`config.mk`:
```
export PLATFORM = sky130hd
export DESIGN_NAME = burst_sequencer
export DESIGN_NICKNAME = d
export VERILOG_FILES = /design/src/verilog/cache_pkg.sv /design/src/verilog/burst_sequencer.sv
export VERILOG_INCLUDE_DIRS = /design/src /design/src/verilog
export SDC_FILE = /design/constraint.sdc
export NUM_CORES = 1
export LEC_CHECK = 0
export BUFFER_PORTS_ARGS = -buffer_cell sky130_fd_sc_hd__buf_2
export CORE_AREA = 2 2 208 210
export CTS_CLUSTER_DIAMETER = 200
export CTS_CLUSTER_SIZE = 40
export DETAILED_ROUTE_END_ITERATION = 6
export DIE_AREA = 0 0 210 212
export GPL_ROUTABILITY_DRIVEN = 0
export RECOVER_POWER = 50
export SLEW_MARGIN = 20
export SYNTH_ARGS = -nofsm -noshare
export SYNTH_HDL_FRONTEND = slang
export SYNTH_SLANG_ARGS = --single-unit
```
`constraint.sdc`:
```
create_clock -name clk -period 12.15 [get_ports clk]
set_input_delay 2.43 -clock clk [delete_from_list [all_inputs] [get_ports clk]]
set_output_delay 2.43 -clock clk [all_outputs]
set_load 0.02 [all_outputs]
```
`src/verilog/cache_settings.svh`:
```
// cache sizing and burst RAM timing parameters shared by the cache blocks
`ifndef CACHE_SETTINGS_SVH
`define CACHE_SETTINGS_SVH

// number of line index bits, the cache holds 2 ** value lines
`define CACHE_LINE_INDEX_BITS 4

// width of the byte address of the burst RAM
`define CACHE_RAM_ADDR_BITS 21

// minimum cycles between two RAM commands, minus one
// the counter reloads on the command edge, so the spacing is value + 1
`define CACHE_CMD_INTERVAL 13

// tag bits left after line index, column index and byte offset
// 3 column bits + 2 byte bits below the line index
`define CACHE_TAG_BITS (`CACHE_RAM_ADDR_BITS - `CACHE_LINE_INDEX_BITS - 5)

`endif
```
`src/verilog/cache_pkg.sv`:
```
// cache types shared by the bus port, lookup core and burst sequencer
`include "cache_settings.svh"

package cache_pkg;

  // one Wishbone transfer as seen by the core
  typedef struct packed {
    logic        valid;
    logic        we;
    logic [31:0] adr;
    logic [31:0] dat;
    logic [3:0]  sel;
  } cache_req_t;

  // tag store word, written raw and read back as fields
  typedef union packed {
    logic [31:0] raw;
    struct packed {
      logic [31-2-`CACHE_TAG_BITS:0] pad;
      logic                          dirty;
      logic                          valid;
      logic [`CACHE_TAG_BITS-1:0]    tag;
    } f;
  } tag_word_u;

  // the eight column words of one line
  typedef logic [7:0][31:0] line_data_t;

  // victim and fill line addresses of a miss
  typedef struct packed {
    logic                            dirty;
    logic [`CACHE_RAM_ADDR_BITS-1:0] victim_addr;
    logic [`CACHE_RAM_ADDR_BITS-1:0] fill_addr;
  } miss_req_t;

  // one 64 bit beat written into a column pair
  typedef struct packed {
    logic        we;
    logic [1:0]  idx;
    logic [63:0] data;
  } fill_beat_t;

  // burst RAM command port
  typedef struct packed {
    logic                            en;
    logic                            we;
    logic [`CACHE_RAM_ADDR_BITS-1:0] addr;
    logic [63:0]                     wr_data;
    logic [7:0]                      mask;
  } br_cmd_t;

endpackage

```
`src/verilog/burst_sequencer.sv`:
```
// miss FSM that evicts and fills cache lines over the burst RAM command port
`timescale 1ns/100ps
`include "cache_settings.svh"

module burst_sequencer
  import cache_pkg::*;
(
  input  logic        clk,
  input  logic        rst_n,
  input  logic        miss_start,
  input  miss_req_t   miss,
  input  line_data_t  line,
  output br_cmd_t     cmd,
  input  logic [63:0] rd_data,
  input  logic        rd_data_valid,
  output fill_beat_t  fill,
  output logic        fill_done
);

  localparam int unsigned CNT_BITS = $clog2(`CACHE_CMD_INTERVAL + 1);

  typedef enum logic [3:0] {
    S_IDLE,
    S_EVICT1,
    S_EVICT2,
    S_EVICT3,
    S_EVICT_FIN,
    S_WAIT_DATA,
    S_FILL1,
    S_FILL2,
    S_FILL3,
    S_FILL_FIN
  } state_e;

  state_e              state;
  logic [CNT_BITS-1:0] cnt;
  logic                armed;
  miss_req_t           miss_q;

  always_ff @(posedge clk) begin
    if (!rst_n) begin
      state     <= S_IDLE;
      cnt       <= '0;
      armed     <= 1'b0;
      cmd.en    <= 1'b0;
      cmd.mask  <= '0;
      fill.we   <= 1'b0;
      fill_done <= 1'b0;
    end else begin
      // whole lines are written, nothing is masked
      cmd.mask <= '0;
      if (cnt != 0) begin
        cnt <= cnt - 1'b1;
      end

      if (miss_start) begin
        armed  <= 1'b1;
        miss_q <= miss;
      end

      case (state)
        S_IDLE: begin
          fill_done <= 1'b0;
          if (armed && cnt == 0) begin
            armed  <= 1'b0;
            cmd.en <= 1'b1;
            cnt    <= CNT_BITS'(`CACHE_CMD_INTERVAL);
            if (miss_q.dirty) begin
              // first write beat goes with the command
              cmd.we      <= 1'b1;
              cmd.addr    <= miss_q.victim_addr;
              cmd.wr_data <= {line[1], line[0]};
              state       <= S_EVICT1;
            end else begin
              cmd.we   <= 1'b0;
              cmd.addr <= miss_q.fill_addr;
              state    <= S_WAIT_DATA;
            end
          end
        end
        S_EVICT1: begin
          cmd.en      <= 1'b0;
          cmd.wr_data <= {line[3], line[2]};
          state       <= S_EVICT2;
        end
        S_EVICT2: begin
          cmd.wr_data <= {line[5], line[4]};
          state       <= S_EVICT3;
        end
        S_EVICT3: begin
          cmd.wr_data <= {line[7], line[6]};
          state       <= S_EVICT_FIN;
        end
        S_EVICT_FIN: begin
          // read of the new line once the interval has passed
          if (cnt == 0) begin
            cmd.en   <= 1'b1;
            cmd.we   <= 1'b0;
            cmd.addr <= miss_q.fill_addr;
            cnt      <= CNT_BITS'(`CACHE_CMD_INTERVAL);
            state    <= S_WAIT_DATA;
          end
        end
        S_WAIT_DATA: begin
          cmd.en <= 1'b0;
          if (rd_data_valid) begin
            fill.we   <= 1'b1;
            fill.idx  <= 2'd0;
            fill.data <= rd_data;
            state     <= S_FILL1;
          end
        end
        S_FILL1: begin
          fill.idx  <= 2'd1;
          fill.data <= rd_data;
          state     <= S_FILL2;
        end
        S_FILL2: begin
          fill.idx  <= 2'd2;
          fill.data <= rd_data;
          state     <= S_FILL3;
        end
        S_FILL3: begin
          fill.idx  <= 2'd3;
          fill.data <= rd_data;
          state     <= S_FILL_FIN;
        end
        S_FILL_FIN: begin
          // tag goes in one cycle after the last beat
          fill.we   <= 1'b0;
          fill_done <= 1'b1;
          state     <= S_IDLE;
        end
        default: begin
          state <= S_IDLE;
        end
      endcase
    end
  end

endmodule

```
### Word level (Yosys, flattened, before mapping)

Index checks and enable logic that the tools add are counted.

| storage, ports and cells | value |
|---|---|
| input port bits | 367 |
| register bits after elaboration | 207 |

| operators by class | value |
|---|---|
| add/sub/neg operators | 1 |
| multiplexer cells | 23 |
| reduce and logical (&&, ||, !) cells | 18 |
| eq/ne operators | 13 |

Operator list:

| operator | count |
|---|---|
| $pmux 66 s4 | 1 |
| $pmux 64 s4 | 1 |
| $mux 87 | 1 |
| $mux 67 | 1 |
| $mux 64 | 1 |
| $pmux 22 s2 | 1 |
| $pmux 4 s9 | 1 |
| $mux 4 | 6 |
| $mux 23 | 1 |
| $mux 22 | 1 |
| $eq 4x3->1 const B | 4 |
| $reduce_bool 4->1 | 3 |
| $reduce_and 3->1 | 3 |
| $eq 4x2->1 const B | 2 |
| $eq 4x4->1 const B | 2 |
| $logic_not 4->1 | 2 |
| $ne 2x2->1 const B | 4 |
| $pmux 4 s2 | 1 |
| $reduce_and 4->1 | 2 |
| $reduce_bool 2->1 | 3 |
| $eq 4x1->1 const B | 1 |
| $pmux 1 s2 | 2 |
| $reduce_and 2->1 | 2 |
| $sub 4x1->4 const B | 1 |
| 6 further kinds | 8 |

### Logic depth before layout (Yosys ltp)

| depth | value |
|---|---|
| depth in word-level cells | 4 |
| gate-level depth with buffers | 7 |

### Least setup slack after synthesis

OpenSTA, ideal clock, no wires.

| path | value |
|---|---|
| path type | input-to-reg |
| start | input port rd_data_valid |
| end | register fill[0] (netlist bit) (enable) |
| setup time | 592 ps |
| stages | 3 |
| setup slack | 3828 ps |
| arrival | 7730 ps |
| path through | a21oi_1 or3b_2 a21boi_0 |

| between the ends | value |
|---|---|
| longest elaborated chain between the ends | 2 |

Ends and longest elaborated chain:

| what | line | source |
|---|---|---|
| start: declaration | burst_sequencer.sv:15 | `input logic rd_data_valid,` |
| $ne 2x2->1 (no source line) | - |  |
| $reduce_and 3->1 (no source line) | - |  |
| end: declaration | burst_sequencer.sv:16 | `output fill_beat_t fill,` |

No other way between the ends.
A chain may end at the register's enable or synchronous reset.

### Worst setup path after layout

| path | value |
|---|---|
| start | register state[1] |
| end | register cmd[67] (netlist bit), data pin |

| between the ends | value |
|---|---|
| longest elaborated chain between the ends | 2 |

Ends and longest elaborated chain:

| what | line | source |
|---|---|---|
| start: declaration | burst_sequencer.sv:35 | `state_e state;` |
| start signal: assignment | burst_sequencer.sv:42 | `state <= S_IDLE;` |
| start signal: assignment | burst_sequencer.sv:73 | `state <= S_EVICT1;` |
| start signal: assignment | burst_sequencer.sv:77 | `state <= S_WAIT_DATA;` |
| $eq 4x2->1 (tied with other cells) | burst_sequencer.sv:61 | `case (state)` |
| $pmux 64 s4 * | burst_sequencer.sv:61 |  |
| end: declaration | burst_sequencer.sv:13 | `output br_cmd_t cmd,` |

Mark *: on every way between the ends. The rest lies on a longest branch, timed or not.

==> flow_summary.toml <==
[routing]
firstDrtPassIters = 5
num_vias = 7867
wl_per_cell_um = 18.4
drtIter0Drc = 447
viasPerCell = 4.57
drtAntennaViolNets = 0
routed_wl_um = 31700
drc = 0

[pwr]
clockPowerShare_pct = 15.8
vdd_drop_max_v = 0.0000917
swShare_pct = 37.3
power.internal_mw = 1.45
power_density_nw_per_um2 = 184
power_mw = 2.32
p_leak_nw = 4.86
p_sw_mw = 0.866
comb_power_share_pct = 38.6
power_frac_seq_pct = 45.6

[logic_synthesis]
ys_ff_latch = 207
yosys.area.top_type_share_pct = 63.0
async_reset_ff_share_pct = 0
synth.area.top_cells = "edfxtp_1 (63%), a221oi_1 (6.0%), o21a_1 (5.3%)"
synth_ff_type = "edfxtp_1"
seq_area_frac_synth_pct = 65.6
ys_types = 49
synthCells = 693
synth_edf_count = 195
avgSynthCellArea_um2 = 13.4
synth_top_cell_by_area = "edfxtp_1"
yosysWarningCount = 0
syn-cell-area_um2 = 9290

[clock_network]
cts-root-buf = "clkbuf_16"
htree_levels = 1
clk_latency_ns = 0.50
cts-buffers-inserted = 9
clock-sinks = 207
post-cts-setup-buffers = 0
cts.repair.resized = 0
clk_pin_slew_worst_paths_ns = 0.16
tritoncts = "done"
ctsHoldBuffers = 0
clock_path_buffers = 3

[placed_design]
place_hpwl_um = 24000
io_buffer_count = 521
place_ws_ns = 7.18

[timing]
skew_ns = 0.0594
min_period_ns = 6.85
rsz0062_at_grt = "false"
setup_ws_ns = 5.30
setup_tns_ns = 0
finalCritPeriodShare_pct = 56.4
slew_headroom_pct = -107
worstMarginPinSlew_ns = 3.10
slew_violations = 217
clock.fmax_ghz = 0.146
finalSetupViolCount = 0
finalHoldViolations = 0

[cells_and_area]
final_common_cell = "buf_2"
fin_nets = 1543
syn_to_final_growth_pct = 35.5
drive_gt1_share_pct = 44.6
final_cell_mix = "buf_2 (473), edfxtp_1 (195), a21oi_1 (70)"
nFillCells = 4407
post-route-util_pct = 29.6

[global_routing]
grt_pass1_vias = 8159
antenna_found_initial = 3
grt.total_usage_pct = 13.5
grt_max_degree = 67
overflow = 0
grt_pass1_wl_um = 46600

[critical_path]
cp_max_fo = 64
slowest_delay_ns = 2.23
cp.required_ns = 12.44
slowest_stage = "clkbuf_1"
cp-end-kind = "register"
crit_arrival_ns = 7.13
path_class = "register to register"
critical_path.startpoint_type = "register"
cpMostUsedCell = "clkbuf_1"
crit_chain = "clkbuf_1 -> nor4bb_1 -> clkbuf_1 -> a221oi_1 -> o21ai_0"

[floorplanning]
ioPinCount = 530
rows = 76
die_h_um = 212
core-area_um2 = 42500
die_area_um2 = 44500
die_w_um = 210
initial_core_util_pct = 21.9

[status]
outcome = "complete, but fails checks"
violations = "capacitance limit, slew limit"

[job]
maxCapViolCount = 4

[worst_hold_path]
worstHoldPathType = "register to register"
logic make-up (layout without fill, tap and decap cells):
group,after synthesis,in the layout,synth area share [%]
compound gates,282,282,20.4
buf+inv,73,549,3.65
flops,207,207,65.6
mux,23,23,2.76
fa+ha+maj,2,2,0.269
simple gates,104,104,7.15
xor+xnor,1,1,0.0943
other cells,1,9,0.0404
state kept, by name, indices dropped and copies added, names as in the netlist:
| name | cells |
|---|---|
| cmd | 87 |
| fill | 67 |
| miss_q | 43 |
| cnt | 4 |
| state | 4 |
| armed | 1 |
| fill_done | 1 |
stage by stage:
| stage | hold slack, ns | cell area [um2] | std cells |
|---|---|---|---|
| CTS | 0.522 | 12700 | 1722 |
| global route | 0.562 | 12600 | 1723 |
| finish | 0.528 | 12600 | 1723 |
| detailed placement | 0.500 | 12400 | 1709 |
| global placement | 0.492 | 12400 | 1709 |
| floorplan | 0.501 | 9320 | 700 |
worst paths after layout:
path / startpoint / depth (start not counted) / slack [ns] / end
worst max-delay path: state[1] / 5 / 5.30 / cmd[67]
worst min-delay path: fill_done / 2 / 0.53 / fill_done
worst min register to register: fill_done / 2 / 0.53 / fill_done
worst max register to register: state[1] / 5 / 5.30 / cmd[67]
power by group through the flow:
stage | registers [mW] | clock network [mW] | logic [mW]
CTS | 1.06 | 0.388 | 0.913
finish | 1.06 | 0.367 | 0.895
global route | 1.08 | 0.406 | 0.986
global placement | 1.08 | 0 | 0.899
floorplan | 1.16 | 0 | 0.505
detailed placement | 1.08 | 0 | 0.912
cells in the mapped netlist (all sizes together), types with 2 or more instances:
| master | instances |
|---|---|
| or3b | 2 |
| inv | 5 |
| o21a | 66 |
| o21ai | 66 |
| nor3b | 3 |
| a221oi | 64 |
| a21boi | 3 |
| mux2 | 21 |
| nand2b | 5 |
| nand2 | 4 |
| nor2 | 7 |
| dfxtp | 12 |
| nor2b | 65 |
| clkbuf | 28 |
| nor4 | 2 |
| o31a | 3 |
| nor4b | 3 |
| mux2i | 2 |
| buf | 40 |
| o221a | 2 |
| and2 | 3 |
| ha | 2 |
| or2 | 2 |
| edfxtp | 195 |
| a21oi | 70 |
worst max-delay path, delay by kind of cell, from the launching register on:
family	cells	cell delay [ns]
AND/OR/NAND/NOR	1	0.44
AO/OA/AOI/OAI	2	0.65
flip-flops	1	1.23
buffers and inverters	2	4.25
cell type report:
type	count	area (um2)	share of cell area (%)
multi-input combinational	420	2910	23.1
sequential	207	6100	48.5
tap	546	683	5.43
clock buffer	12	236	1.88
inverter	5	18.8	0.149
clock inverter	1	30.0	0.239
timing repair buffer	531	2610	20.7
antenna	1	2.50	0.0199
layer usage:
metal | track usage, % | wire [um]
met1 | 15.7 | 12200
met2 | 23.7 | 15500
met3 | 3.53 | 2710
met4 | 5.48 | 1240
met5 | 0 | 17
Power figures use the tool's default switching activity.
